**src/rtl/cps_bus_config.svh**
```systemverilog
`ifndef CPS_BUS_CONFIG_SVH
`define CPS_BUS_CONFIG_SVH

//////////////////////////////
// address map, byte addresses
//////////////////////////////
`define ROM_LAST        24'h3FFFFF // program rom top
`define PLAYER_BASE     24'h800000 // 4 words of player ports
`define SERV_BASE       24'h800018 // coin / start / service
`define DIPA_BASE       24'h80001A
`define DIPB_BASE       24'h80001C
`define DIPC_BASE       24'h80001E
`define CPSA_BASE       24'h800100 // 32-word window
`define CPSB_BASE       24'h800140 // 32-word window
`define RAM_BASE        24'hFF0000 // 64KB up to top of space

// cps register layout, word offsets inside a window
`define CPSA_COUNT      18
`define CPSB_FIRST      5'd19      // layer control on the sf2 map
`define CPSB_COUNT      6
`define CPSB_ID_INDEX   5'd25
`define CPSB_ID_VALUE   16'h0401   // board id read by the game

// dip bytes, active low, all switches off
`define DIPA_VALUE      8'hFF      // 1 coin 1 credit, one slot
`define DIPB_VALUE      8'hFF      // normal difficulty
`define DIPC_VALUE      8'hFF      // game mode, no freeze, no flip

// timing
`define PHI1_SLOT       2'd1
`define PHI2_SLOT       2'd3
`define LINE_DIV_BIT    11
`define FRAME_DIV_BITS  20
`define UNMAPPED_WORD   16'hFFFF

`endif

```
**src/rtl/cps_bus_pkg.sv**
```systemverilog
package cps_bus_pkg;

	//////////////////////////////
	// bus widths
	//////////////////////////////

	// data bus, both directions
	typedef logic [15:0] bus_word_t;

	// 68000 address, bits 23..1, no byte bit
	typedef logic [22:0] cpu_addr_t;

	// program rom word address, bits 20..1
	typedef logic [19:0] rom_addr_t;

	// work ram word address, bits 15..1
	typedef logic [14:0] ram_addr_t;

	// {upper, lower}, active high
	typedef logic [1:0] byte_en_t;

	// function code, 7 means interrupt ack
	typedef logic [2:0] fc_t;

	// word offset inside a cps window
	typedef logic [4:0] reg_index_t;

	// rom read sequencing
	typedef enum logic [1:0] {
		rom_idle, // waiting for an as_n fall
		rom_wait, // request out, no answer yet
		rom_done  // dtack low until as_n rises
	} rom_state_t;

endpackage

```
**src/rtl/rom_access_fsm.sv**
```systemverilog
`timescale 1ns/100ps

module rom_access_fsm (
	input  logic clk_sys,
	input  logic reset,
	input  logic cpu_as_n,
	input  logic cpu_rw,
	input  logic rom_sel,
	input  logic rom_ready, // memory answered, data valid now
	output logic rom_req,
	output logic dtack_n
);

	cps_bus_pkg::rom_state_t state;
	logic as_n_q;    // last cycle's strobe
	logic as_fall;
	logic rom_start;
	logic rom_read;  // cpu is inside a rom read cycle

	assign as_fall   = as_n_q & ~cpu_as_n;
	assign rom_start = as_fall & rom_sel & cpu_rw; // writes never start
	assign rom_read  = rom_sel & cpu_rw & ~cpu_as_n;

	always_ff @(posedge clk_sys or posedge reset) begin
		if (reset) begin
			state   <= cps_bus_pkg::rom_idle;
			as_n_q  <= 1'b1;
			rom_req <= 1'b0;
		end else begin
			as_n_q  <= cpu_as_n;
			rom_req <= 1'b0; // single cycle pulse
			case (state)
				cps_bus_pkg::rom_idle: begin
					if (rom_start) begin
						rom_req <= 1'b1;
						state   <= cps_bus_pkg::rom_wait;
					end
				end
				cps_bus_pkg::rom_wait: begin
					// no timeout, a slow memory stalls the cpu
					if (rom_ready) state <= cps_bus_pkg::rom_done;
				end
				cps_bus_pkg::rom_done: begin
					if (cpu_as_n) state <= cps_bus_pkg::rom_idle; // cycle ended
				end
				default: state <= cps_bus_pkg::rom_idle;
			endcase
		end
	end

	// everything outside rom acks at once
	assign dtack_n = rom_read & (state != cps_bus_pkg::rom_done);

endmodule

```
**config.mk**
```make
export PLATFORM = sky130hd
export DESIGN_NAME = rom_access_fsm
export DESIGN_NICKNAME = d
export VERILOG_FILES = /design/src/rtl/cps_bus_config.svh /design/src/rtl/cps_bus_pkg.sv /design/src/rtl/rom_access_fsm.sv
export SDC_FILE = /design/constraint.sdc
export NUM_CORES = 1
export LEC_CHECK = 0
export ABC_AREA = 0
export BUFFER_PORTS_ARGS = -buffer_cell sky130_fd_sc_hd__buf_2
export CORE_AREA = 5 5 42 44
export DETAILED_ROUTE_END_ITERATION = 16
export DIE_AREA = 0 0 47 49
export PLACE_DENSITY_LB_ADDON = 0.05
export SLEW_MARGIN = 10
export SYNTH_ARGS = -nofsm -noshare
export SYNTH_HDL_FRONTEND = slang
export SYNTH_SLANG_ARGS = --single-unit
```
**constraint.sdc**
```tcl
create_clock -name clk_sys -period 1.2 [get_ports clk_sys]
set_clock_uncertainty 0.2 [all_clocks]
set_input_delay 0.12 -clock clk_sys [delete_from_list [all_inputs] [get_ports clk_sys]]
set_output_delay 0.12 -clock clk_sys [all_outputs]
set_load 0.05 [all_outputs]
```
* After elaboration in Yosys (flattened, before gate mapping)
Cells that the tools add are included.
** Word-level totals
- Register bits :: 4
- Bits of input ports :: 6
- Output and inout port bits :: 2
- Word-level logic and storage cells :: 24
** Operators by class
- Equality and inequality tests :: 6
- Mux-type cells :: 6
- Bitwise logic cells :: 7
- Reduce and logical (&&, ||, !) cells :: 2
** Operators by type and width (number)
- != test 2 bit (second input constant) :: 4
- bitwise AND 1 bit :: 6
- 2-to-1 mux 2 bit :: 3
- one-hot mux 2 bit (3 select lines) :: 1
- AND reduction 3 bit :: 1
- == test 2 x 1 -> 1 bit (second input constant) :: 1
- == test 2 bit (second input constant) :: 1
- zero test 2 bit :: 1
- 2-to-1 mux 1 bit :: 2
- NOT 1 bit :: 1

* Logic depth before layout (Yosys ltp)
- Depth after elaboration :: 6
- Depth in mapped cells :: 2

* Worst setup path after synthesis
Ideal clock, no wire load.
- Kind :: reg-to-output
- Start :: register state[1]
- End :: output dtack_n
- Arrival time :: 1159 ps
- Data required time :: 880 ps
- Setup slack :: -279 ps
- Stages on the path, launching flop included :: 3
- Buffers on the path :: 0
- Path through :: dfrtp_1 nand2b_1 nor2b_1
** On the way
- Word-level cells in the longest chain between the ends :: 2
** RTL lines
- start, declared :: line rom_access_fsm.sv:14 : cps_bus_pkg::rom_state_t state;
- start signal, assigned :: line rom_access_fsm.sv:26 : state <= cps_bus_pkg::rom_idle;
- start signal, assigned :: line rom_access_fsm.sv:36 : state <= cps_bus_pkg::rom_wait;
- start signal, assigned :: line rom_access_fsm.sv:41 : if (rom_ready) state <= cps_bus_pkg::rom_done;
- != test 2 bit :: line rom_access_fsm.sv:52 : assign dtack_n = rom_read & (state != cps_bus_pkg::rom_done);
- bitwise AND 1 bit :: line rom_access_fsm.sv:52
- end, declared :: line rom_access_fsm.sv:11 : output logic dtack_n
No other way between the ends.

* Worst setup path in the final report
- Start :: register state[0]
- End :: output dtack_n
Same word-level chain as after synthesis.

==> key figures <==
Run status
  – Status: finished with violations
  – Violated checks: setup timing

STA
  – Slew Limit Fails: 0
  – Min cycle time layout: 1.339 ns
  – Final Hold Fails: 0
  – Worst setup margin: -0.1394 ns
  – Crit share post-route: 111.6%
  – FMAX: 746.6 MHz
  – Worst-Margin Slew: 0.2488 ns
  – RSZ-0062 raised after global routing: yes
  – Min Hold Slack: 0.1087 ns
  – Setup Viol. Count Final: 3
  – Slew Limit Headroom: 83.52%

Clock network
  – Inserted Clock Buffers: 3
  – Clock latency on the worst-skew pair: 0.24 ns
  – TritonCTS clock tree: done
  – CTS Sinks: 4
  – # H-tree levels: 1
  – Root buffer cell: clkbuf_4
  – Clk buf depth: 2
  – Reg clk slew, reported paths: 0.04 ns

Power
  – Peak VDD IR: 0.4853 mV
  – Pleak: 0.1625 nW
  – PD cells: 1228 mW/mm^2

Drt
  – Iteration-0 DRC Markers: 1
  – Vias: 166
  – Post-Route WL: 415 um
  – DRT Pass-1 Iters: 2
  – Wire per inst: 8.830 um
  – Drt drc: 0
  – Number of routed nets with antenna violations: 0
  – Vias/cell: 3.532

Global routing
  – Number of global-route vias before repair: 199
  – GRT Overall Usage: 4.950%
  – Grt total ovfl: 0
  – Global-route wire length before repair: 752 um
  – Largest net degree at the start of global routing: 5
  – Initial antenna violation count: 0

Yosys
  – Mux contribution to synthesized area: 0%
  – Largest family of logic cells by synthesized area: simple AND/OR/NAND/NOR gates
  – Post-synthesis simple-gate area fraction: 23.88%
  – Seq/Total Area, Yosys: 60.45%
  – Synth Area in Compound Gates: 11.19%
  – Synthesized net count: 20
  – Mean Syn Cell Area: 11.98 um^2
  – Synth cell types: 11
  – Post-Synthesis Cells: 14
  – #FFs+latches synth: 4
  – Post-synthesis cell area: 167.7 um^2
  – Synth Area in Adders: 0%
  – XOR/XNOR Fraction of Synth Area: 0%
  – Yosys warning count: 0

Worst setup path
  – Crit-path max FO: 2
  – Crit path capture: dtack_n
  – CP startpoint: state[0]
  – Worst r2r src: state[0]
  – Crit Reg-Reg Endpoint: state[0]
  – Worst EP arrival: 1.02 ns
  – R2R cell count: 3
  – Worst setup SP type: register
  – Worst Setup Path Type: reg -> out
  – CP endpoint kind: output port
  – Required time of the critical path: 0.88 ns
  – FF-to-FF setup slack: -0.13 ns

Die
  – Initial Util: 11.96%
  – # rows: 14
  – Core Area: 0.001401 mm^2
  – Die Footprint: 0.002303 mm^2
  – Die H: 49 um
  – I/O pins: 8
  – Die width: 47 um

Finish
  – Commonest non-fill, non-tap cell in the layout: buf_2
  – Final #Nets: 38
  – Antenna cell count: 0
  – Area Overhead vs Synth: 92.54%
  – Non-filler instance count after layout: 47
  – Fillers: 166
  – Commonest non-fill, non-tap cells in the layout: buf_2, clkbuf_4, dlygate4sd3_1, buf_4, dfrtp_1
  – Fraction of layout cells with a size suffix above 1: 54.84%
  – Final instance area: 322.8 um^2

Job
  – Max Cap Viol: 0

Placement
  – Placed cells: 39
  – Port buffer count: 7
  – Final RePlAce weighted congestion: 0.5677
  – Dpl cell area: 240.2 um^2

Min path
  – Hold WC Path Type: in -> async
-- per-stage QoR --
stage	total power [mW]	worst slack (ns)	TNS (ns)	utilization (%)
2_1_floorplan	0.1762	-0.05896	-0.08815	-
3_3_place_gp	0.1980	-0.08205	-0.1371	17.14
3_5_place_dp	0.1976	-0.08059	-0.1188	17.14
4_1_cts	0.4111	-0.1590	-0.3777	23.04
5_1_grt	0.4265	-0.1924	-0.5089	23.04
6_report	0.3965	-0.1394	-0.3552	23.04
-- cell usage after synthesis --
cell      count  area share (%)
or3b_1        1             5.2
nand3b_1      1             4.5
o22ai_2       1             7.5
dfrtp_1       3              45
or2b_1        1             4.5
o22ai_1       1             3.7
nor2_1        1             2.2
nor2b_1       1             3.7
dfstp_2       1              16
nand2b_1      1             3.7
inv_1         2             4.5
-- repair_timing --
item | 4_1_cts | 5_1_grt
hold buffers | 3 | 0
endpoints found under the hold margin | 7 | 0
gates resized for setup | 4 | 0
setup endpoints to repair | 3 | 4
setup buffers | 1 | 0
-- where the power goes --
| group | switching [mW] | total [mW] | internal, mW |
|---|---|---|---|
| Combinational | 0.0282 | 0.0650 | 0.0368 |
| Sequential | 0.00468 | 0.149 | 0.144 |
| Clock | 0.0581 | 0.183 | 0.125 |
-- worst max-delay path, stage by stage (launching register included) --
cell	delay (ns)
dfrtp_1	0.37
nand2b_4	0.14
nor2b_4	0.12
buf_6	0.15
-- registers in the layout (all words and copies together) (netlist names) --
register and flops:
rom_req 1, as_n_q 1, state 2
-- layer usage --
| layer | global-route usage [%] | wire length, um |
|---|---|---|
| met2 | 5.882 | 186 |
| met1 | 4.900 | 176 |
| met3 | 4.797 | 35 |
| met4 | 4.147 | 17 |
| met5 | 0 | 0 |
-- how the worst min path moves through the flow --
stage               cells after the start  slack, ns       to  startpoint
detailed placement                      2      -0.19  rom_req       reset
global route                            3       0.12  rom_req       reset
CTS                                     3       0.11  rom_req       reset
finish                                  3       0.11  rom_req       reset
global placement                        2      -0.19  rom_req       reset
floorplan                               1      -0.31  rom_req       reset
-- cells by family (layout without fill, tap and decap cells) --
family	after synthesis	in the layout
flip-flops	4	4
AND/OR/NAND/NOR	6	6
buffers and inverters	2	19
AO/OA/AOI/OAI	2	2
-- area by class of cell --
class	instances	area (um^2)	share of cell area [%]
sequential	4	101.3	31.40
timing repair buffer	13	93.84	29.07
multi-input combinational	8	73.82	22.87
clock buffer	4	26.28	8.140
tap	16	20.02	6.202
inverter	2	7.507	2.326
(Power assumes the default switching activity.)
