## config.mk

```make
export PLATFORM = sky130hd
export DESIGN_NAME = bus_decoder
export DESIGN_NICKNAME = d
export VERILOG_FILES = /design/src/rtl/cps_bus_pkg.sv /design/src/rtl/bus_decoder.sv
export VERILOG_INCLUDE_DIRS = /design/src /design/src/rtl
export SDC_FILE = /design/constraint.sdc
export NUM_CORES = 1
export LEC_CHECK = 0
export BUFFER_PORTS_ARGS = -buffer_cell sky130_fd_sc_hd__buf_2
export CAP_MARGIN = 20
export CELL_PAD_IN_SITES_DETAIL_PLACEMENT = 1
export CELL_PAD_IN_SITES_GLOBAL_PLACEMENT = 2
export CORE_UTILIZATION = 10
export DETAILED_ROUTE_END_ITERATION = 10
export PLACE_DENSITY = 0.81
export SYNTH_ARGS = -nofsm -noshare
export SYNTH_HDL_FRONTEND = slang
export SYNTH_SLANG_ARGS = --single-unit
```

## constraint.sdc

```tcl
create_clock -name vclk -period 3.03
set_input_delay 0.303 -clock vclk [all_inputs]
set_output_delay 0.303 -clock vclk [all_outputs]
set_load 0.01 [all_outputs]
```

## src/rtl/cps_bus_config.svh

```systemverilog
`ifndef CPS_BUS_CONFIG_SVH
`define CPS_BUS_CONFIG_SVH

//////////////////////////////
// address map, byte addresses
//////////////////////////////
`define ROM_LAST        24'h3FFFFF // program rom top
`define PLAYER_BASE     24'h800000 // 4 words of player ports
`define SERV_BASE       24'h800018 // coin / start / service
`define DIPA_BASE       24'h80001A
`define DIPB_BASE       24'h80001C
`define DIPC_BASE       24'h80001E
`define CPSA_BASE       24'h800100 // 32-word window
`define CPSB_BASE       24'h800140 // 32-word window
`define RAM_BASE        24'hFF0000 // 64KB up to top of space

// cps register layout, word offsets inside a window
`define CPSA_COUNT      18
`define CPSB_FIRST      5'd19      // layer control on the sf2 map
`define CPSB_COUNT      6
`define CPSB_ID_INDEX   5'd25
`define CPSB_ID_VALUE   16'h0401   // board id read by the game

// dip bytes, active low, all switches off
`define DIPA_VALUE      8'hFF      // 1 coin 1 credit, one slot
`define DIPB_VALUE      8'hFF      // normal difficulty
`define DIPC_VALUE      8'hFF      // game mode, no freeze, no flip

// timing
`define PHI1_SLOT       2'd1
`define PHI2_SLOT       2'd3
`define LINE_DIV_BIT    11
`define FRAME_DIV_BITS  20
`define UNMAPPED_WORD   16'hFFFF

`endif

```

## src/rtl/cps_bus_pkg.sv

```systemverilog
package cps_bus_pkg;

	//////////////////////////////
	// bus widths
	//////////////////////////////

	// data bus, both directions
	typedef logic [15:0] bus_word_t;

	// 68000 address, bits 23..1, no byte bit
	typedef logic [22:0] cpu_addr_t;

	// program rom word address, bits 20..1
	typedef logic [19:0] rom_addr_t;

	// work ram word address, bits 15..1
	typedef logic [14:0] ram_addr_t;

	// {upper, lower}, active high
	typedef logic [1:0] byte_en_t;

	// function code, 7 means interrupt ack
	typedef logic [2:0] fc_t;

	// word offset inside a cps window
	typedef logic [4:0] reg_index_t;

	// rom read sequencing
	typedef enum logic [1:0] {
		rom_idle, // waiting for an as_n fall
		rom_wait, // request out, no answer yet
		rom_done  // dtack low until as_n rises
	} rom_state_t;

endpackage

```

## src/rtl/bus_decoder.sv

```systemverilog
`timescale 1ns/100ps
`include "cps_bus_config.svh"

module bus_decoder (
	input  cps_bus_pkg::cpu_addr_t cpu_addr,
	input  logic                   cpu_rw,
	input  logic                   cpu_as_n,
	input  logic                   cpu_uds_n,
	input  logic                   cpu_lds_n,
	input  logic                   phi1,
	input  logic [15:0]            joy_1,
	input  logic [15:0]            joy_2,
	input  cps_bus_pkg::bus_word_t rom_dout,
	input  cps_bus_pkg::bus_word_t reg_rdata,
	input  cps_bus_pkg::bus_word_t ram_rdata,
	output logic                   rom_sel,
	output logic                   cpsa_sel,
	output logic                   cpsb_sel,
	output logic                   reg_wr,
	output logic                   ram_we,
	output cps_bus_pkg::byte_en_t  byte_en,
	output cps_bus_pkg::ram_addr_t ram_addr,
	output cps_bus_pkg::bus_word_t cpu_din
);

	logic [23:0] byte_addr; // lsb always zero
	logic        player_sel, serv_sel, dipa_sel, dipb_sel, dipc_sel, ram_sel;
	logic        wr_pulse;
	logic [15:0] joy_word;
	logic [7:0]  serv_byte;

	assign byte_addr = {cpu_addr, 1'b0};

	//////////////////////////////
	// chip selects
	//////////////////////////////
	assign rom_sel    = (byte_addr <= `ROM_LAST);
	assign player_sel = (byte_addr >= `PLAYER_BASE) && (byte_addr < `PLAYER_BASE + 24'h8);
	assign serv_sel   = (byte_addr == `SERV_BASE);
	assign dipa_sel   = (byte_addr == `DIPA_BASE);
	assign dipb_sel   = (byte_addr == `DIPB_BASE);
	assign dipc_sel   = (byte_addr == `DIPC_BASE);
	assign cpsa_sel   = (byte_addr >= `CPSA_BASE) && (byte_addr < `CPSB_BASE);
	assign cpsb_sel   = (byte_addr >= `CPSB_BASE) && (byte_addr < `CPSB_BASE + 24'h40);
	assign ram_sel    = (byte_addr >= `RAM_BASE); // runs to the top

	// one clock wide, lands on the phi1 inside the cycle
	assign wr_pulse = ~cpu_as_n & ~cpu_rw & phi1 & (~cpu_uds_n | ~cpu_lds_n);

	assign reg_wr   = wr_pulse & (cpsa_sel | cpsb_sel);
	assign ram_we   = wr_pulse & ram_sel; // rom has no write path
	assign byte_en  = {~cpu_uds_n, ~cpu_lds_n};
	assign ram_addr = cpu_addr[14:0];

	//////////////////////////////
	// input ports, active low
	//////////////////////////////
	assign joy_word = ~{joy_2[7:0], joy_1[7:0]}; // p2 high, p1 low

	// 0, service sw, start2, start1, 0, service, coin2, coin1
	assign serv_byte = ~{1'b0, joy_1[11], joy_2[9], joy_1[9],
		1'b0, joy_1[10], joy_2[8], joy_1[8]};

	// read mux, regions never overlap
	always_comb begin
		cpu_din = `UNMAPPED_WORD;
		if (rom_sel)
			cpu_din = rom_dout; // valid with rom_ready
		else if (ram_sel)
			cpu_din = ram_rdata;
		else if (player_sel)
			cpu_din = joy_word;
		else if (serv_sel)
			cpu_din = {serv_byte, 8'hFF}; // upper byte only
		else if (dipa_sel)
			cpu_din = {`DIPA_VALUE, 8'hFF};
		else if (dipb_sel)
			cpu_din = {`DIPB_VALUE, 8'hFF};
		else if (dipc_sel)
			cpu_din = {`DIPC_VALUE, 8'hFF};
		else if (cpsa_sel || cpsb_sel)
			cpu_din = reg_rdata; // unmapped offsets come back as FFFF
	end

endmodule

```

# Yosys cells after proc, flatten, opt, wreduce, memory -nomap -nowiden

Cells that the tools add are included.

Logic and storage cells: 37
Register bits after elaboration: 0
Output and inout bits: 38

Multiplexer cells: 8
Reductions and logical operators: 4
Order comparisons: 8
Bitwise gates (word level): 13
Eq/ne operators: 4

Operators by type and width:

| cell                                                       | number |
|---|---|
| 2-to-1 mux 16 bit                                          | 8 |
| greater-or-equal comparator 24 bit (second input constant) | 4 |
| equality test 23 bit (second input constant)               | 4 |
| less-than comparator 24 bit (second input constant)        | 3 |
| <= comparator 24 x 22 -> 1 bit (second input constant)     | 1 |
| NOT 16 bit                                                 | 1 |
| NOT 7 -> 8 bit                                             | 1 |
| AND 1 bit                                                  | 5 |
| NOT 1 bit                                                  | 4 |
| logical AND 1 bit                                          | 3 |
| bitwise OR 1 bit                                           | 2 |
| logical OR 1 bit                                           | 1 |

# Longest topological paths before layout

Word-level depth: 11
Depth in mapped cells: 6
Mapped depth without buffers: 4

# Least setup slack after synthesis

Ideal clock, no wire load.

Kind: input to output
Start point: input cpu_addr[4]
End point: output cpu_din[10]
Data required time: 2.727 ns
Path slack: 1.023 ns
Arrival: 1.704 ns
Cell stages on the path: 5
Buffers on the path: 1
Cell sequence: or4_4 or4_1 buf_2 o221ai_1 a21oi_1

Longest elaborated chain between the ends: 11
Elaborated cells on any way between the ends: 24
Classes of those cells: order compare: 8; eq/ne: 4; mux: 8; reduce/logical: 4

Ends and longest elaborated chain:

| what                                                                              | RTL line                             | source |
|---|---|---|
| from (decl)                                                                       | bus_decoder.sv:5                     | `input cps_bus_pkg::cpu_addr_t cpu_addr,` |
| greater-or-equal comparator 24 bit (no source line), or another cell as far along | n/a                                  |  |
| logical AND 1 bit (on tied branches)                                              | bus_decoder.sv:43, bus_decoder.sv:44 |  |
| logical OR 1 bit                                                                  | bus_decoder.sv:81                    | `else if (cpsa_sel \|\| cpsb_sel)` |
| 2-to-1 mux 16 bit                                                                 | bus_decoder.sv:81                    |  |
| 2-to-1 mux 16 bit                                                                 | bus_decoder.sv:79                    | `else if (dipc_sel)` |
| 2-to-1 mux 16 bit                                                                 | bus_decoder.sv:77                    | `else if (dipb_sel)` |
| 2-to-1 mux 16 bit                                                                 | bus_decoder.sv:75                    | `else if (dipa_sel)` |
| 2-to-1 mux 16 bit                                                                 | bus_decoder.sv:73                    | `else if (serv_sel)` |
| 2-to-1 mux 16 bit                                                                 | bus_decoder.sv:71                    | `else if (player_sel)` |
| 2-to-1 mux 16 bit                                                                 | bus_decoder.sv:69                    | `else if (ram_sel)` |
| 2-to-1 mux 16 bit (*)                                                             | bus_decoder.sv:67                    | `if (rom_sel)` |
| to (decl)                                                                         | bus_decoder.sv:23                    | `output cps_bus_pkg::bus_word_t cpu_din` |

Every way passes the cells marked *; elsewhere a longest branch is shown, timed or not.

# Worst setup path in the final report

Ends and elaborated chain as after synthesis.

==> impl_metrics.csv <==
group,metric,value,unit
status,outcome,"finished, final reports clean",
power,power,0.0001504,W
cts,cts_hold_buf,0,
logic_synthesis,synth.net_count,232,
routing,route.detailed.drc,0,
cells_and_area,diodes,0,
run,cap_violations,0,
routing,wl,4415,um
routing,dr.pass1.iters,4,
cells_and_area,final_cell_mix,"136 x buf_2, 19 x inv_1, 16 x a21oi_1",
global_routing,grt_max_degree,17,
placed_design,gp_congestion,0.7085,
cells_and_area,nNetsFinal,345,
cells_and_area,layout-drive-gt1-share,60.43,%
power,leakage,0.7644,nW
timing,tns,0,ns
die,die_x,90.43,um
timing,worst_pin_slew,0.7409,ns
routing,wl_met2,2290,um
cells_and_area,layout_commonest_cell,"buf_2",
logic_synthesis,synth_top_area_share,14.40,%
timing,min_period,2.458,ns
setup_path,crit_top_cell,"buf_2",
setup_path,worstPathArrival,2.15,ns
routing,met3_length,320,um
setup_path,crit_chain,"buf_2, or4_4, or4_1, o221ai_1, a21oi_1, buf_2",
die,core,7408,sq um
timing,maxSlewViolCount,0,
cells_and_area,seqCellArea,0,sq um
logic_synthesis,syn_area,782.0,sq um
logic_synthesis,yosys.area.top_type,"buf_4",
timing,maxSlewHeadroom,50.42,%
routing,via_per_inst,4.150,
global_routing,grt-ovfl-total,0,
logic_synthesis,ys_seq_area_share,0,%
setup_path,critical_path_required,2.73,ns
logic_synthesis,synth_area_leaders,"buf_4 14%, a221o_1 13%, o32ai_1 11%",
timing,fmax,0.4069,GHz
die,dieArea,8178,sq um
setup_path,crit_buf_inv,2,
timing,fin_hold_ws,0.8054,ns
setup_path,cp_max_fo,12,
placed_design,post-dp-hpwl,3910,um
routing,wire_per_inst,13.22,um
cells_and_area,seq_cells,0,
logic_synthesis,synth_cell_types,26,
setup_path,critPathLaunchType,"input port",
routing,vias,1386,
placed_design,port-buffer-count,136,
timing,setup_viol,0,
die,die_y,90.43,um
logic_synthesis,syn_inst,124,
die,initial_core_util,10.56,%
power,p_per_area,104.8,nW/um^2
setup_path,endpoint_kind,"output port",
timing,rsz0062_at_grt,"no",
cells_and_area,final_core_util,19.37,%
cells_and_area,area_growth,83.52,%
timing,timing_hold_violations_final,0,
die,ios,146,
power,vdd_ir_drop_max,0.00002111,V
min_path,hp-class,"in2out",
setup_path,critPathTopFamily,"simple AND/OR/NAND/NOR gates",
setup_path,cpPeakStageDelay,0.66,ns
setup_path,cp_slowest_cell,"or4_1",
die,row_count,31,
global_routing,grt_pass1_vias,1371,
routing,wl_met1,1804,um
setup_path,crit_type,"in2out",
cts,post-cts-setup-buffers,0,
global_routing,grt_pass1_wl,6775,um
routing,top_layer,"met3",
logic_synthesis,ys_warn_count,0,
global_routing,antenna_found_initial,0,
cts,cts_resized,0,
routing,drt_iter0_drc,35,
global_routing,track_usage,10.07,%
cells_and_area,fill_cells,952,
logic_synthesis,syn_area_per_cell,6.306,sq um
timing,period_share,81.11,%
routing,detail-route-antenna-nets,0,
cells_and_area,n_clock_buffer,0,
-- path summary, 6_finish.rpt --
kind | from | endpoint | cells after the start
setup / recovery | cpu_addr[4] | cpu_din[10] | 6
hold / removal | cpu_addr[1] | ram_addr[1] | 2
-- kinds of logic (layout without fill, tap and decap cells) --
group	count (synthesis)	after routing	share of synthesized area (%)
simple gates	23	23	17.44
buf+inv	45	156	29.44
compound gates	56	56	53.12
-- stage by stage --
stage               cells  cell area [sq um]  setup WS (ns)
floorplan             124              782.0          1.023
global placement      334               1435         0.5399
detailed placement    334               1435         0.5391
CTS                   334               1435         0.5340
global route          334               1435         0.4889
finish                334               1435         0.5724
-- per-layer routing --
| layer | global-route usage (%) | up-vias |
|---|---|---|
| li1 | - | 688 |
| met1 | 12.05 | 625 |
| met2 | 20.04 | 73 |
| met3 | 1.178 | 0 |
| met4 | 0 | 0 |
| met5 | 0 | - |
-- area by class of cell --
class              count  area [sq um]  area share [%]
well taps             99         123.9           8.631
inverters             19         71.32           4.969
multi-input cells     79         551.8           38.45
repair buffers       137         688.2           47.95
-- report_power, final --
part	total [W]	switching, W	internal, W
clock	0	0	0
combinational	0.000150	0.0000708	0.0000795
sequential	0	0	0
total	0.000150	0.0000708	0.0000795
-- synth_stat cells (all sizes together) --
library cell  instances
and3                  1
inv                  19
buf                  20
or2                   4
nor4                  2
nand2b                1
and4                  1
o21a                  6
nand2                 2
clkbuf                6
nor2                  5
o221ai                6
a21oi                16
a221o                10
o22ai                 6
nor2b                 1
nor3                  1
o211ai                1
nand4                 2
or4                   2
o32ai                10
nor4b                 1
o21ai                 1
No activity file was read; power rests on OpenSTA's default activity.
