## src/rtl/cps_bus_config.svh

```systemverilog
`ifndef CPS_BUS_CONFIG_SVH
`define CPS_BUS_CONFIG_SVH

//////////////////////////////
// address map, byte addresses
//////////////////////////////
`define ROM_LAST        24'h3FFFFF // program rom top
`define PLAYER_BASE     24'h800000 // 4 words of player ports
`define SERV_BASE       24'h800018 // coin / start / service
`define DIPA_BASE       24'h80001A
`define DIPB_BASE       24'h80001C
`define DIPC_BASE       24'h80001E
`define CPSA_BASE       24'h800100 // 32-word window
`define CPSB_BASE       24'h800140 // 32-word window
`define RAM_BASE        24'hFF0000 // 64KB up to top of space

// cps register layout, word offsets inside a window
`define CPSA_COUNT      18
`define CPSB_FIRST      5'd19      // layer control on the sf2 map
`define CPSB_COUNT      6
`define CPSB_ID_INDEX   5'd25
`define CPSB_ID_VALUE   16'h0401   // board id read by the game

// dip bytes, active low, all switches off
`define DIPA_VALUE      8'hFF      // 1 coin 1 credit, one slot
`define DIPB_VALUE      8'hFF      // normal difficulty
`define DIPC_VALUE      8'hFF      // game mode, no freeze, no flip

// timing
`define PHI1_SLOT       2'd1
`define PHI2_SLOT       2'd3
`define LINE_DIV_BIT    11
`define FRAME_DIV_BITS  20
`define UNMAPPED_WORD   16'hFFFF

`endif

```

## src/rtl/cps_bus_pkg.sv

```systemverilog
package cps_bus_pkg;

	//////////////////////////////
	// bus widths
	//////////////////////////////

	// data bus, both directions
	typedef logic [15:0] bus_word_t;

	// 68000 address, bits 23..1, no byte bit
	typedef logic [22:0] cpu_addr_t;

	// program rom word address, bits 20..1
	typedef logic [19:0] rom_addr_t;

	// work ram word address, bits 15..1
	typedef logic [14:0] ram_addr_t;

	// {upper, lower}, active high
	typedef logic [1:0] byte_en_t;

	// function code, 7 means interrupt ack
	typedef logic [2:0] fc_t;

	// word offset inside a cps window
	typedef logic [4:0] reg_index_t;

	// rom read sequencing
	typedef enum logic [1:0] {
		rom_idle, // waiting for an as_n fall
		rom_wait, // request out, no answer yet
		rom_done  // dtack low until as_n rises
	} rom_state_t;

endpackage

```

## src/rtl/video_reg_file.sv

```systemverilog
`timescale 1ns/100ps
`include "cps_bus_config.svh"

module video_reg_file (
	input  logic                   clk_sys,
	input  logic                   reset,
	input  cps_bus_pkg::cpu_addr_t cpu_addr,
	input  logic                   cpsa_sel,
	input  logic                   cpsb_sel,
	input  logic                   reg_wr,
	input  cps_bus_pkg::bus_word_t cpu_dout,
	output cps_bus_pkg::bus_word_t reg_rdata
);

	cps_bus_pkg::reg_index_t reg_idx;
	logic [2:0]              cpsb_slot; // 0..5 inside cps-b
	logic                    cpsa_hit;
	logic                    cpsb_hit;
	logic                    id_hit;
	cps_bus_pkg::bus_word_t  cpsa_regs [`CPSA_COUNT]; // obj, scroll, palette bases
	cps_bus_pkg::bus_word_t  cpsb_regs [`CPSB_COUNT]; // layer ctrl, prio masks, pal ctrl

	assign reg_idx   = cpu_addr[4:0]; // byte bits 5..1
	assign cpsb_slot = 3'(reg_idx - `CPSB_FIRST);
	assign cpsa_hit  = cpsa_sel && (reg_idx < `CPSA_COUNT);
	assign cpsb_hit  = cpsb_sel && (reg_idx >= `CPSB_FIRST)
		&& (reg_idx < `CPSB_FIRST + `CPSB_COUNT);
	assign id_hit    = cpsb_sel && (reg_idx == `CPSB_ID_INDEX);

	//////////////////////////////
	// writes, at the strobe clock
	//////////////////////////////
	always_ff @(posedge clk_sys or posedge reset) begin
		if (reset) begin
			for (int i = 0; i < `CPSA_COUNT; i++) cpsa_regs[i] <= '0;
			for (int i = 0; i < `CPSB_COUNT; i++) cpsb_regs[i] <= '0;
		end else if (reg_wr) begin
			if (cpsa_hit) cpsa_regs[reg_idx] <= cpu_dout;
			if (cpsb_hit) cpsb_regs[cpsb_slot] <= cpu_dout;
			// id word and holes drop the write
		end
	end

	// reads straight out of the array
	always_comb begin
		reg_rdata = `UNMAPPED_WORD;
		if (cpsa_hit)
			reg_rdata = cpsa_regs[reg_idx];
		else if (id_hit)
			reg_rdata = `CPSB_ID_VALUE;
		else if (cpsb_hit)
			reg_rdata = cpsb_regs[cpsb_slot];
	end

endmodule

```

## config.mk

```make
export PLATFORM = sky130hd
export DESIGN_NAME = video_reg_file
export DESIGN_NICKNAME = d
export VERILOG_FILES = /design/src/rtl/cps_bus_pkg.sv /design/src/rtl/video_reg_file.sv
export VERILOG_INCLUDE_DIRS = /design/src /design/src/rtl
export SDC_FILE = /design/constraint.sdc
export NUM_CORES = 1
export LEC_CHECK = 0
export BUFFER_PORTS_ARGS = -buffer_cell sky130_fd_sc_hd__buf_2
export CAP_MARGIN = 20
export CORE_MARGIN = 2
export CORE_UTILIZATION = 42
export DETAILED_ROUTE_END_ITERATION = 12
export PLACE_DENSITY = 0.62
export SLEW_MARGIN = 40
export SYNTH_ARGS = -nofsm -noshare
export SYNTH_HDL_FRONTEND = slang
export SYNTH_SLANG_ARGS = --single-unit
```

## constraint.sdc

```tcl
create_clock -name clk_sys -period 33.3 [get_ports clk_sys]
set_input_delay 0 -clock clk_sys [delete_from_list [all_inputs] [get_ports clk_sys]]
set_output_delay 0 -clock clk_sys [all_outputs]
set_load 0.01 [all_outputs]
```

**After elaboration in Yosys (flattened, before gate mapping)**

Cells that the tools add are included.

- Flip-flop bits (word level): 384
- Input bits: 44
- Output and inout bits: 16
- Word-level logic and storage cells: 58

- Add/subtract/negate cells: 1
- $lt $le $gt $ge: 7
- Eq/ne operators: 1
- Multiplexer cells: 15
- Bitwise operators: 2
- Reductions and logical operators: 8

Operator list:

| cell | number |
|---|---|
| bitwise mux 288 bit | 1 |
| two-way mux 16 bit | 9 |
| bitwise mux 96 bit | 1 |
| binary-select mux 16 bit (select 5 bit) | 1 |
| demux 16 bit (select 5 bit) | 1 |
| binary-select mux 16 bit (select 3 bit) | 1 |
| demux 16 bit (select 3 bit) | 1 |
| < comparator 5 bit (second input constant) | 2 |
| >= comparator 6 bit (second input constant) | 1 |
| logical AND 1 bit | 6 |
| < comparator 6 x 1 -> 1 bit (second input constant) | 1 |
| inverter 5 -> 6 bit | 1 |
| == test 5 bit (second input constant) | 1 |
| >= comparator 5 bit (second input constant) | 1 |
| >= comparator 4 bit (second input constant) | 1 |
| < comparator 4 x 1 -> 1 bit (second input constant) | 1 |
| inverter 3 -> 4 bit | 1 |
| AND reduction 2 bit | 2 |
| subtractor 3 x 2 -> 3 bit (second input constant) | 1 |

**Depth between registers and ports, before layout**

- Depth after elaboration: 8
- Gate-level depth with buffers: 10
- Mapped depth without buffers: 6

**Worst setup path after synthesis**

No wires, ideal clock.

- Kind: input -> register
- Start point: input port cpu_addr[0]
- End point: register cpsb_regs[0] in the netlist's numbering
- Setup time: 125 ps
- Arrival: 2130 ps
- Data required time: 33175 ps
- Setup slack: 31045 ps
- Stages on the path: 9
- Buffers on the path: 4
- Path through: buf_2 -> inv_1 -> ha_1 -> clkbuf_1 -> or2_2 -> clkbuf_1 -> nor3_2 -> buf_2 -> mux2_2

- Cells in the longest elaborated chain, start to end: 7

Ends and longest elaborated chain:

| element | RTL line | text |
|---|---|---|
| start, declared | video_reg_file.sv:7 | `input cps_bus_pkg::cpu_addr_t cpu_addr,` |
| subtractor 3 x 2 -> 3 bit (no line) | -- |  |
| inverter 3 -> 4 bit (implied by the code) | video_reg_file.sv:39 | `if (cpsb_hit) cpsb_regs[cpsb_slot] <= cpu_dout;` |
| >= comparator 4 bit (implied by the code) or < comparator 4 x 1 -> 1 bit (tied branches) | video_reg_file.sv:39 |  |
| logical AND 1 bit (implied by the code) | video_reg_file.sv:39 |  |
| two-way mux 16 bit (implied by the code) | video_reg_file.sv:39 |  |
| demux 16 bit (select 3 bit) | video_reg_file.sv:39 |  |
| bitwise mux 96 bit | video_reg_file.sv:39 |  |
| end signal, assigned by index | video_reg_file.sv:39 |  |
| end, declared | video_reg_file.sv:21 | `` cps_bus_pkg::bus_word_t cpsb_regs [`CPSB_COUNT]; `` |

Several ways; a longest one is shown, not always the timed one.
A chain may end at the register's enable or synchronous reset.

**Final worst setup path**

- Start point: input port cpu_addr[0]
- End point: register cpsb_regs[53] in the netlist's numbering

The elaborated chain is that of the path after synthesis.

==> results.txt <==
The fraction of post-synthesis cell area in the top cell type by area came out at 54.0%. The max-slew headroom at the worst pin is 46.9%. Counting both buffers and inverters, the worst setup path holds a total of 1. The worst register-to-register path ends at cpsb_regs[40].

The finished cells cover 19800 µm². For the worst setup path, the data required time is 33720 ps. The synthesized-area fraction occupied by ao, oa, aoi and oai cells came out at 3.75%.

The first element of the critical path is cpu_addr[0]. The initial utilization of the core area, before any placement, comes to 42.5%. The final worst-path cycle share is 9.23%. The total standard cell area after synthesis came out at 17800 µm².

The clock insertion delay at the later pin of the skew report is 530 ps. The number of max-slew violations in the final report came out at 0. The startpoint-to-endpoint class of the critical path is in2reg. The largest family of logic cells by synthesized area is multiplexers. The placeable core region is 41900 µm². The count of warnings emitted by yosys came out at 0. The setup slack of the critical path after layout came out at 30230 ps.

The average footprint of a synthesized cell is 14.6 µm². The kind of cell with the highest combined delay along the critical path is simple AND/OR/NAND/NOR gates. The die boundary width came out at 210 µm. The total of flip-flops plus latches after synthesis is 384. In the global route stage, overall resource usage came out at 19.3%.

The final hold slack is 41.8 ps. The sequential element share of the synthesized area is 54.0%. The portion of synthesized area spent on multiplexers is 35.6%. The run finished with clean final reports.

Yosys attributes the largest share of cell area to dfrtp_1, mux2_2, mux4_2. The cell total after placement came out at 1709. The via count of the routed design came out at 10189. In this run the tool buffered the top-level ports with 41 buffer cells. The worst register-to-register path begins at cpsb_regs[40]. Cells with a size suffix above 1 make up 48.8% of the layout.

For the worst flop-to-flop path, the logic depth is 1. The setup TNS came out at 0 ps. Summing internal, switching and leakage power gives 1.17 mW. The worst clock skew is 0 ps. Synthesis produced a netlist with a net count of 1265. The worst setup path is captured at a flip-flop. The full die area is 44100 µm². The simple-gate portion of the synthesized area came out at 3.49%. The count of endpoints failing hold in the final timing report came out at 0. Summing the areas of all fa, ha and maj instances in the mapped netlist gives 0.281% of the synthesized area. The number of iterations in the first detailed-routing pass is 5. The via count of the first global-routing pass is 10680. The first global-routing pass estimated 65.0 mm of wire. TritonCTS built the clock tree. The largest net degree at the start of global routing is 112. The number of antenna diodes in the final layout is 0. The data arrival time of the worst path came out at 3500 ps. Setup violations remaining at the end of the flow were counted as 0. The instance area at placement is 18400 µm².

The deepest clock path buffer count came out at 3. The detail route stage leaves a number of antenna-violating nets equal to 0. The post-synthesis xor/xnor area fraction is 0.204%. The reg-to-reg setup timing slack is 32520 ps. Based on the critical path, the design can be clocked at up to 0.325 GHz. The critical path's slowest cell is or4_2. The die is 210 µm tall.

The total number of nets in the final design is 1264. The total wire length is 41.2 mm. After global routing the overflow that remains totals 0. The count of H-tree levels built during CTS is 2. The top-level I/O count is 60.

The clock tree root driver cell is clkbuf_16. The worst voltage drop across the vdd grid came out at 0.0000354 V. Clock-pin slew was measured on the worst setup and hold paths at 60 ps. The critical path goes through buf_6 > ha_1 > xor2_4 > nand2_2 > or4_2 > mux2_4. The area added between synthesis and finish is 11.4%. The element type at the critical path start is a primary input.

The clock sink count came out at 384. Setup repair after global routing left no endpoint under its margin. The power per unit of standard cell area came out at 59.2 nW/µm². The routed via count divided by cell count is 5.71. The iteration-0 DRC count of the detailed router is 579. The routed length per placed instance is 23.1 µm. The number of max-capacitance violations reported is 0.

Counting I/O delays and the setup requirement, the final critical path takes 3070 ps. At the end of routability-driven placement, the weighted congestion stood at 0.758. The number of DRC violations after detailed routing came out at 0. The site row count came out at 75.

The maximum net fanout on the critical path is 27. The wire-length estimate of the detail-placed layout is 25.5 mm. For the pin with the worst max-slew slack, the measured transition is 795 ps. The TritonCTS buffer count is 42. In this run, distinct cell masters in the synthesized netlist total 45. The path class of the tightest hold or removal check is in2async. The largest single stage delay on the critical path is 1080 ps.

The post-synthesis instance total is 1217. The leakage power of the design is 9.26 nW. The count of non-filler cells in the finished layout is 1784. The synthesized design spends more area on one cell type than any other, namely dfrtp_1.

The worst slack at placement is 29660 ps. The initial antenna violation count came out at 1. The final core area utilization came out at 47.4%.
==> state kept, by name (all words and copies together), names as in the netlist <==
signal / cells
cpsa_regs: 288
cpsb_regs: 96
==> routing by layer <==
layer,track usage (%),wire [µm]
met5,0,0
met4,4.67,671
met3,2.68,1370
met2,31.8,20100
met1,27.2,19000
==> synth_stat cells, drive strengths merged <==
cell type,instances
buf,49
or2,1
a211oi,3
or4,2
clkbuf,54
o21a,3
nor4,3
o211ai,2
or4b,2
xnor2,1
a221oi,13
nor3b,1
nor2b,12
o31ai,9
nand4,1
dfrtp,384
ha,4
inv,5
mux2,390
nand2,56
o21ai,3
and2,2
nor2,16
a22o,1
nor3,13
mux2i,51
a31oi,3
and3,1
nand3,4
nand2b,5
o221ai,9
a21oi,24
a221o,4
o22ai,23
mux4,62
xor2,1
==> cell usage in the layout (no fill, tap or decap), types with 3 or more instances in the layout <==
cell type,n
dfrtp_1,384
mux2_2,380
mux4_2,62
mux2i_1,51
clkbuf_16,43
buf_2,39
nand2_1,37
a21oi_1,24
o22ai_1,23
nand2_2,19
nor2_1,16
clkbuf_8,14
a221oi_1,13
nor2b_1,12
nor3_1,11
buf_4,11
mux2_4,10
o31ai_1,9
o221ai_1,9
clkbuf_1,7
clkinv_2,6
buf_6,6
inv_1,4
nand2b_1,4
nand3_1,4
a221o_1,4
ha_1,4
a211oi_1,3
o21a_1,3
a31oi_1,3
==> tightest hold or removal path: stages <==
cell and delay, ps:
dlygate4sd3_1 530, buf_2 160, clkinv_8 350
==> layout make-up <==
cell class              instances  area, µm²
flip-flops and latches        384       9610
multi-input cells             725       7750
fillers                      3652      22000
well taps                     539        674
repair buffers                 58        375
inverters                       5       31.3
clock inverters                 9       98.8
clock buffers                  64       1290
==> power breakdown <==
group	leakage [nW]	switching, mW	total [mW]	internal, mW
registers	5.12	0.0288	0.558	0.530
clock network	0.695	0.183	0.465	0.282
logic	3.45	0.0678	0.151	0.0827
==> timing repair <==
action,CTS,global route
hold buffers,1,0
hold endpoints to repair,110,0
gates resized for setup,0,0
buffers inserted,0,0
==> worst max path at each step <==
stage,depth (start not counted),endpoint
6_report,6,cpsb_regs[53]
4_1_cts,6,cpsb_regs[53]
5_1_grt,6,cpsb_regs[62]
2_1_floorplan,1,cpsa_regs[0]
3_3_place_gp,6,cpsb_regs[53]
3_5_place_dp,6,cpsb_regs[53]
==> cell families after synthesis <==
logic type | after synthesis
compound gates | 97
xor+xnor | 2
fa+ha+maj | 4
buf+inv | 108
flops | 384
mux | 503
simple gates | 119
No activity file was read; power rests on OpenSTA's default activity.
