`src/rtl/cps_bus_config.svh`:
```
`ifndef CPS_BUS_CONFIG_SVH
`define CPS_BUS_CONFIG_SVH

//////////////////////////////
// address map, byte addresses
//////////////////////////////
`define ROM_LAST        24'h3FFFFF // program rom top
`define PLAYER_BASE     24'h800000 // 4 words of player ports
`define SERV_BASE       24'h800018 // coin / start / service
`define DIPA_BASE       24'h80001A
`define DIPB_BASE       24'h80001C
`define DIPC_BASE       24'h80001E
`define CPSA_BASE       24'h800100 // 32-word window
`define CPSB_BASE       24'h800140 // 32-word window
`define RAM_BASE        24'hFF0000 // 64KB up to top of space

// cps register layout, word offsets inside a window
`define CPSA_COUNT      18
`define CPSB_FIRST      5'd19      // layer control on the sf2 map
`define CPSB_COUNT      6
`define CPSB_ID_INDEX   5'd25
`define CPSB_ID_VALUE   16'h0401   // board id read by the game

// dip bytes, active low, all switches off
`define DIPA_VALUE      8'hFF      // 1 coin 1 credit, one slot
`define DIPB_VALUE      8'hFF      // normal difficulty
`define DIPC_VALUE      8'hFF      // game mode, no freeze, no flip

// timing
`define PHI1_SLOT       2'd1
`define PHI2_SLOT       2'd3
`define LINE_DIV_BIT    11
`define FRAME_DIV_BITS  20
`define UNMAPPED_WORD   16'hFFFF

`endif

```
`src/rtl/cps_bus_pkg.sv`:
```
package cps_bus_pkg;

	//////////////////////////////
	// bus widths
	//////////////////////////////

	// data bus, both directions
	typedef logic [15:0] bus_word_t;

	// 68000 address, bits 23..1, no byte bit
	typedef logic [22:0] cpu_addr_t;

	// program rom word address, bits 20..1
	typedef logic [19:0] rom_addr_t;

	// work ram word address, bits 15..1
	typedef logic [14:0] ram_addr_t;

	// {upper, lower}, active high
	typedef logic [1:0] byte_en_t;

	// function code, 7 means interrupt ack
	typedef logic [2:0] fc_t;

	// word offset inside a cps window
	typedef logic [4:0] reg_index_t;

	// rom read sequencing
	typedef enum logic [1:0] {
		rom_idle, // waiting for an as_n fall
		rom_wait, // request out, no answer yet
		rom_done  // dtack low until as_n rises
	} rom_state_t;

endpackage

```
`src/rtl/cpu_phase_timer.sv`:
```
`timescale 1ns/100ps
`include "cps_bus_config.svh"

module cpu_phase_timer (
	input  logic             clk_sys,
	input  logic             reset,
	input  cps_bus_pkg::fc_t cpu_fc,
	output logic             phi1,
	output logic             phi2,
	output logic [2:0]       ipl_n,
	output logic             vpa_n
);

	logic [1:0]                 phase_cnt;  // free running, 4 slots
	logic [`FRAME_DIV_BITS-1:0] frame_div;  // wraps once per frame
	logic                       line_bit_q; // previous line bit
	logic                       line_event;
	logic                       frame_event;
	logic                       int_ack;
	logic                       line_int;   // level 4 request
	logic                       frame_int;  // level 2 request

	assign line_event  = frame_div[`LINE_DIV_BIT] & ~line_bit_q; // rising edge
	assign frame_event = (frame_div == '0);
	assign int_ack     = (cpu_fc == 3'd7); // cpu is fetching a vector

	//////////////////////////////
	// cpu clock enables
	//////////////////////////////
	always_ff @(posedge clk_sys or posedge reset) begin
		if (reset) begin
			phase_cnt <= 2'd0;
			phi1      <= 1'b0;
			phi2      <= 1'b0;
		end else begin
			phase_cnt <= phase_cnt + 2'd1;
			phi1      <= (phase_cnt == `PHI1_SLOT);
			phi2      <= (phase_cnt == `PHI2_SLOT); // two clocks behind phi1
		end
	end

	//////////////////////////////
	// line and frame interrupts
	//////////////////////////////
	always_ff @(posedge clk_sys or posedge reset) begin
		if (reset) begin
			frame_div  <= '0;
			line_bit_q <= 1'b0;
			line_int   <= 1'b0;
			frame_int  <= 1'b0;
		end else begin
			frame_div  <= frame_div + 1'b1;
			line_bit_q <= frame_div[`LINE_DIV_BIT];
			// set beats ack in the same cycle
			if (line_event)   line_int <= 1'b1;
			else if (int_ack) line_int <= 1'b0;
			if (frame_event)  frame_int <= 1'b1;
			else if (int_ack) frame_int <= 1'b0;
		end
	end

	assign ipl_n = {~line_int, ~frame_int, 1'b1}; // ipl0 unused
	assign vpa_n = ~int_ack; // autovector on every ack

endmodule

```
`config.mk`:
```
export PLATFORM = sky130hd
export DESIGN_NAME = cpu_phase_timer
export DESIGN_NICKNAME = d
export VERILOG_FILES = /design/src/rtl/cps_bus_pkg.sv /design/src/rtl/cpu_phase_timer.sv
export VERILOG_INCLUDE_DIRS = /design/src /design/src/rtl
export SDC_FILE = /design/constraint.sdc
export NUM_CORES = 1
export LEC_CHECK = 0
export ABC_CLOCK_PERIOD_IN_PS = 2300
export BUFFER_PORTS_ARGS = -buffer_cell sky130_fd_sc_hd__buf_2
export CAP_MARGIN = 20
export CORE_MARGIN = 4
export CORE_UTILIZATION = 30
export CTS_BUF_LIST = sky130_fd_sc_hd__clkbuf_4 sky130_fd_sc_hd__clkbuf_8
export DETAILED_ROUTE_END_ITERATION = 7
export GPL_TIMING_DRIVEN = 0
export REMOVE_ABC_BUFFERS = 1
export SYNTH_ARGS = -nofsm -noshare
export SYNTH_HDL_FRONTEND = slang
export SYNTH_SLANG_ARGS = --single-unit
export TNS_END_PERCENT = 100
```
`constraint.sdc`:
```
create_clock -name clk_sys -period 2.3 [get_ports clk_sys]
set_input_delay 0.115 -clock clk_sys [delete_from_list [all_inputs] [get_ports clk_sys]]
set_output_delay 0.115 -clock clk_sys [all_outputs]
set_load 0.01 [all_outputs]
```
; Word-level counts from Yosys, hierarchy flattened
; Index checks and enable logic that the tools add are counted.
[op_classes]
n_addsub = 2
n_eq_ne = 3
n_mux = 3
bitwise_logic = 5
n_reduce_logical = 3
[op_table]
columns = cell, n
row1 = adder 20 x 1 -> 20 bit (second input constant), 1
row2 = logical NOT 20 bit, 1
row3 = inverter 1 bit, 4
row4 = nonzero test 2 bit, 2
row5 = == test 3 bit (second input constant), 1
row6 = two-way mux 1 bit, 3
row7 = adder 2 x 1 -> 2 bit (second input constant), 1
row8 = == test 2 x 1 -> 1 bit (second input constant), 1
row9 = == test 2 bit (second input constant), 1
row10 = bitwise AND 1 bit, 1
[totals]
regBits = 27
in_bits = 5
output_inout_bits = 6
elab_cells = 23

; Longest topological paths before layout
; Gate-level depths: netlist (run 1).
[depth]
depth_word = 3
mapped_depth = 5
depth_no_buf = 5

; Worst setup path before layout (run 1)
; No wires, ideal clock.
[synth_path]
path_kind = register to register
startpoint = register frame_div[0]
endpoint = register frame_div[16]
setup_ps = 79
arrival_time_ps = 1220
required_time_ps = 2221
slack_ps = 1001
path_stages_with_launch = 6
path_buffers = 0
path_cell_list = dfrtp_1 > ha_1 > and4_4 > nand4_2 > nor2_1 > xor2_1
[synth_between]
elab_chain_len = 1
[synth_lines]
columns = element, line
row1 = from (decl), cpu_phase_timer.sv:15  ; logic [`FRAME_DIV_BITS-1:0] frame_div;
row2 = from (signal assigned), cpu_phase_timer.sv:52  ; frame_div <= frame_div + 1'b1;
row3 = adder 20 x 1 -> 20 bit, cpu_phase_timer.sv:52
; Every way passes these cells.
; A chain may end at the register's enable or synchronous reset.

; Worst setup path after layout (run 1)
[layout_path]
startpoint = register frame_div[1]
endpoint = register frame_div[16]
; Same word-level chain as after synthesis.

==> results.md, run 1 <==
- Number of diodes: 0
- Share of layout cells above drive strength 1: a little under a fifth
- Final setup vio count: 0
- Commonest non-fill, non-tap cell in the layout: dfrtp_1
- Die X: roughly 71 um
- Simple-gate share of the synthesized area: around a fifth
- Drt drc: 0
- Crit end category: flop
- Hpwl dp: about 1400 um
- Register area share after synthesis: 57.0%
- Vias per cell: 4.53
- Multi-input gate area: about 470 um2
- Critical path arrival: approximately 1.7 ns
- EDFF count, synth: 0
- Reg clk slew, reported paths: about 0.090 ns
- Pins Over Slew Limit: 0
- Worst Hold Class: input port to flop
- Pwr/cell area: between 500 and 600 nW/um2
- Compound-Gate Fraction of Synth Area: approximately 1.2%
- Cts bufs inserted: 3
- RSZ-0062 raised after global routing: no
- Gate power share: about 2.8%
- Post-CTS Setup Inserts: 0
- Number of global-route vias before repair: between 700 and 800
- Core ar.: ~3700 um2
- Filler instances: 397
- Post-synthesis mux area share: 0%
- I/O pin count: 11
- Routed WL: 1900 um
- Critical Path Source Type: flop
- Post-Synthesis Cells: 100
- Port-buffer cells: 9
- Nets: 124
- Root buffer cell: clkbuf_8
- Total negative slack: 0 ns
- Clock power share: a little over a third
- Site row count: 22
- Overall die area: 5020 um2
- TritonCTS clock tree: done
- RePlAce Congestion: 0.784
- First-pass GRT wire length: 3480 um
- Non-filler cells, final: ~160
- Routed Antenna Nets: 0
- Post-synthesis register bit count: 27
- Int Power: 0.607 mW
- Largest net degree at the start of global routing: 28
- Crit path time final: 1.47 ns
- Post-synthesis adder-cell area fraction: under 10%
- NetSw: about 0.16 mW
- Tot GR Track Use: under 10%
- Synthesis warning total: 0
- Clk_skew: ~0.0076 ns
- Grt total ovfl: 0
- Commonest non-fill, non-tap cells in the layout: dfrtp_1 (27), xnor2_1 (12), inv_1 (9), nand2_1 (9), buf_2 (9)
- Reg power frac: 61.9%
- LEAKAGE: approximately 0.64 nW
- Avg Inst Size Synth: ~12 um2
- Worst setup path class: flop to flop
- # H-tree levels: 1
- Initial DRT Pass Iterations: 4
- Post-Synth XOR/XNOR Area: a little over an eighth
- Starting density of the core: a little under a third
- Asr flop ratio synth: 100%
- Area grow syn2layout: 15.5%
- Die Height: 70.8 um
- Worst VDD drop: between 0.0002 and 0.00025 V
- Placed cells: 156
- Synth Flop Type: dfrtp_1
- Initial antenna violation count: 0
- DR iter-0 viols: 21
- Largest cells by area after synthesis: dfrtp_1 (57%), xnor2_1 (8.9%), xor2_1 (4.4%)
- CTS max path bufs: 2
- Total number of vias: 734
- Critical Path RT: about 2.5 ns
- Period utilization: between 60% and 70%
- Fin. Hold Viols: 0
- Status: finished, final reports clean
- Max Freq: approximately 680 MHz
- Seq. cell area: roughly 680 um2
- Max Cap Violations: 0
- CTS sink cnt: 27
- Post-Syn Area: 1180 um2
- Cell taking the most area after synthesis: dfrtp_1
- Post-synthesis cell type count: 24
- Maximum fanout along the worst path: 5
- Wirelength per Cell: roughly 12 um
- Share of the synthesized area in the top cell type: a little under three fifths
- Worst-Skew Late Latency: 0.28 ns
- Largest family of logic cells by synthesized area: simple AND/OR/NAND/NOR gates
- Switch share: between 20% and 30%
[power groups by stage]
| stage | clock network [mW] | registers, mW | logic, mW |
|---|---|---|---|
| global route | 0.302 | 0.475 | 0.0251 |
| global placement | 0 | 0.484 | 0.0150 |
| detailed placement | 0 | 0.484 | 0.0155 |
| finish | 0.270 | 0.474 | 0.0216 |
| CTS | 0.283 | 0.474 | 0.0156 |
| floorplan | 0 | 0.484 | 0.00895 |
[final cells by class]
cell class	count	share of cell area [%]
clock buffers	3	3.02
clock inverters	1	0.548
inverters	9	2.47
multi-input cells	63	34.2
flip-flops and latches	27	49.4
well taps	48	4.39
repair buffers	11	6.03
[cells by family after synthesis]
group / Yosys count
flops: 27
fa+ha+maj: 4
other cells: 1
xor+xnor: 18
buf+inv: 10
simple gates: 38
compound gates: 2
[sequential cells by signal (all words and copies together), names as in the netlist]
name	count
phi1	1
frame_int	1
phase_cnt	2
line_int	1
frame_div	20
line_bit_q	1
phi2	1
[worst paths after layout]
| check | endpoint | depth (start not counted) | slack (ns) | start |
|---|---|---|---|---|
| max | frame_div[16] | 5 | 0.83 | frame_div[1] |
| min | frame_int | 4 | 0.18 | cpu_fc[0] |
| max reg2reg | frame_div[16] | 5 | 0.83 | frame_div[1] |
| min reg2reg | line_int | 1 | 0.43 | line_bit_q |
| max in group asynchronous | frame_div[4] | 4 | 1.67 | reset |
| min in group asynchronous | phi2 | 3 | 0.26 | reset |
[cell usage after synthesis, types with 2 or more instances]
cell      n
and3_1    2
nand4_2   2
nand4_1   5
nand2_1   9
nor4_1    3
xor2_1    6
dfrtp_1  27
nand3_1   6
nor2_1    3
xnor2_1  12
ha_1      4
inv_1     9
[routing by layer]
metal  GRT usage (%)  wire (um)  up-vias
met3            1.28         71        5
met2            13.3        880       10
met1            11.3        890      358
met4            5.01         53        0
li1                -          -      361
met5               0          0        -
[metrics by stage]
step	setup WS [ns]	power, mW	cell area [um2]	util, %	hold WS [ns]
floorplan	1.00	0.493	1180	-	0.168
CTS	0.819	0.774	1330	35.6	0.0876
detailed placement	0.848	0.499	1280	34.3	0.396
global route	0.720	0.802	1370	36.6	0.200
global placement	0.882	0.499	1280	34.3	0.379
finish	0.829	0.766	1370	36.6	0.176
[worst max-delay path, cell delays in order (launching register included)]
cell and delay [ns]:
dfrtp_1 0.41, ha_1 0.23, and4_4 0.29, nand4_2 0.15, nor2_1 0.16, xor2_1 0.15
[repair_timing]
item | CTS | global route
resized for setup | 0 | 0
hold buffers | 0 | 1
hold endpoints to repair | 0 | 27
Power figures use the tool's default switching activity.
==> run 2, diff against run 1 <==
--- a/config.mk
+++ b/config.mk
@@ -6,7 +6,7 @@
 export SDC_FILE = /design/constraint.sdc
 export NUM_CORES = 1
 export LEC_CHECK = 0
-export ABC_CLOCK_PERIOD_IN_PS = 2300
+export ABC_CLOCK_PERIOD_IN_PS = 1400
 export BUFFER_PORTS_ARGS = -buffer_cell sky130_fd_sc_hd__buf_2
 export CAP_MARGIN = 20
 export CORE_MARGIN = 4
==> constraint.sdc (replaced) <==
create_clock -name clk_sys -period 1.4 [get_ports clk_sys]
set_input_delay 0.07 -clock clk_sys [delete_from_list [all_inputs] [get_ports clk_sys]]
set_output_delay 0.07 -clock clk_sys [all_outputs]
set_load 0.01 [all_outputs]
==> run 2 against run 1 <==
Critical path depth did not move. Sequential power is 64% higher. Critical path type unchanged. Utilization rose by 3.5 points. Worst hold slack lost 0.042 ns. Highest routed layer unchanged. Largest power group unchanged. Clock skew down 0.0011 ns.
==> results.md, run 2 (synthesis results as in run 1) <==
- Status: finished, final reports clean
- Overall die area: 5020 um2
- Critical Path, Cell by Cell: inv_1 > ha_1 > nor4b_4 > nand4_1 > o41ai_1
- Crit path time final: ~1.4 ns
- Fin. Hold Viols: 0
- Core ar.: 3740 um2
- Slowest-stage cell, CP: dfrtp_1
- Met1 usage: roughly an eighth
- Clk_skew: around 0.0065 ns
- Vias per cell: ~4.6
- Site row count: 22
- Share of layout cells above drive strength 1: between 30% and 40%
- First-pass GRT wire length: roughly 3700 um
- Number of diodes: 0
- Area grow syn2layout: 26.6%
- CTS sink cnt: 27
- Final setup vio count: 0
- Critical path arrival: 1.54 ns
- Pwr/cell area: around 840 nW/um2
- Worst VDD drop: roughly 0.00033 V
- Wirelength per Cell: 12.6 um
- Die X: around 71 um
- DR iter-0 viols: 29
- R2r startpoint: frame_div[0]
- Commonest non-fill, non-tap cell in the layout: dfrtp_1
- Hold slack: 0.134 ns
- Placed cell area: ~1300 um2
- CP Buf/Inv Count: 1
- Max Freq: approximately 730 MHz
- Total number of vias: ~780
- Critical Path Source Type: flop
- Drt drc: 0
- Fin util: ~40%
- Placed cells: 156
- M3 GR Usage: 1.28%
- Routed Antenna Nets: 0
- Worst-Skew Late Latency: ~0.27 ns
- Period utilization: 97.5%
- Number of global-route vias before repair: 795
- Biggest register: frame_div
- Worst Setup SP: frame_div[0]
- Biggest regs: frame_div: 20 flops, phase_cnt: 2 flops
- Port-buffer cells: 9
- Fin area: 1500 um2
- Largest net degree at the start of global routing: 28
- I/O pin count: 11
- Reg clk slew, reported paths: ~0.09 ns
- Grt total ovfl: 0
- Cts bufs inserted: 3
- Crit end category: flop
- Commonest non-fill, non-tap cells in the layout: dfrtp_1 (21), xnor2_1 (12), inv_1 (9), buf_2 (9), nand2_1 (8)
- Busiest grt layer: met2
- Worst Hold Class: input port to flop
- RePlAce Congestion: approximately 0.78
- Hold Startpoint: cpu_fc[0]
- Die Height: 70.8 um
- Setup Slack @ Placement: -0.0517 ns
- Setup ws final: between 0.03 and 0.04 ns
- Max reg flops: 20
- GRT met2 Usage: a little over an eighth
- Worst setup path class: flop to flop
- Maximum fanout along the worst path: 3
- Hpwl dp: roughly 1400 um
- Nets: around 130
- TritonCTS clock tree: done
- CP delay by family, top: flip-flops
- Pins Over Slew Limit: 0
- Crit path largest cell delay: 0.44 ns
- Routed WL: about 2100 um
- Critical Path RT: ~1.6 ns
- LEAKAGE: just under 0.7 nW
- CTS max path bufs: 2
- Max Cap Violations: 0
- Starting density of the core: about a third
- Non-filler cells, final: 170
- Initial DRT Pass Iterations: 2
- RSZ-0062 raised after global routing: yes
- Root buffer cell: clkbuf_8
- Initial antenna violation count: 0
- # H-tree levels: 1
- Tot GR Track Use: 9.03%
## run 2: cell count changes in the layout (fill, tap and decap cells not counted), moves of 2 or more
cell     before  now
nor2_2        0    3
buf_4         0    6
nor2_1        3    0
buf_6         0    2
dfrtp_2       0    6
dfrtp_1      27   21
## run 2: final cells by class
cell class / count / area (um2)
Clock inverter: 1 / 7.51
Timing Repair Buffer: 19 / 150
Sequential cell: 27 / 683
Clock buffer: 3 / 41.3
Fill cell: 389 / 2240
Inverter: 9 / 33.8
Tap cell: 48 / 60.1
Multi-Input combinational cell: 63 / 524
## run 2: final timing paths
check                      slack [ns]      endpoint  cells past startpoint
setup / recovery                 0.03     frame_int                      5
hold / removal                   0.13     frame_int                      4
setup reg to reg                 0.03     frame_int                      5
hold reg to reg                  0.44      line_int                      1
max in group asynchronous        0.80  frame_div[3]                      4
min in group asynchronous        0.22          phi2                      3
## run 2: through the flow
| stage | power [mW] | TNS [ns] |
|---|---|---|
| 6_report | 1.26 | 0 |
| 5_1_grt | 1.32 | -0.313 |
| 4_1_cts | 1.27 | -0.00335 |
| 3_5_place_dp | 0.820 | -0.126 |
| 3_3_place_gp | 0.820 | -0.0285 |
| 2_1_floorplan | 0.810 | 0 |
## run 2: metal layers
metal | wire [um] | share of wire, %
met1 | 978 | 46
met3 | 65 | 3.0
met4 | 36 | 1.7
met2 | 1050 | 49
met5 | 0 | 0
## run 2: worst register-to-register path: stages, from the launching register on
cell     delay, ns
dfrtp_1       0.44
inv_1         0.10
ha_1          0.16
nor4b_4       0.19
nand4_1       0.14
o41ai_1       0.24
## run 2: where the power goes
| part | switching, mW | internal [mW] | leakage, nW |
|---|---|---|---|
| combinational | 0.0207 | 0.0150 | 0.309 |
| sequential | 0.0000895 | 0.779 | 0.351 |
| clock | 0.243 | 0.202 | 0.0217 |
| total | 0.264 | 0.996 | 0.681 |
## run 2: repair_timing
item	4_1_cts	5_1_grt
pin swaps	1	8
hold endpoints to repair	0	27
gates resized for setup	9	10
hold buffers	0	1
setup buffers	5	3
endpoints found under the setup margin	5	11
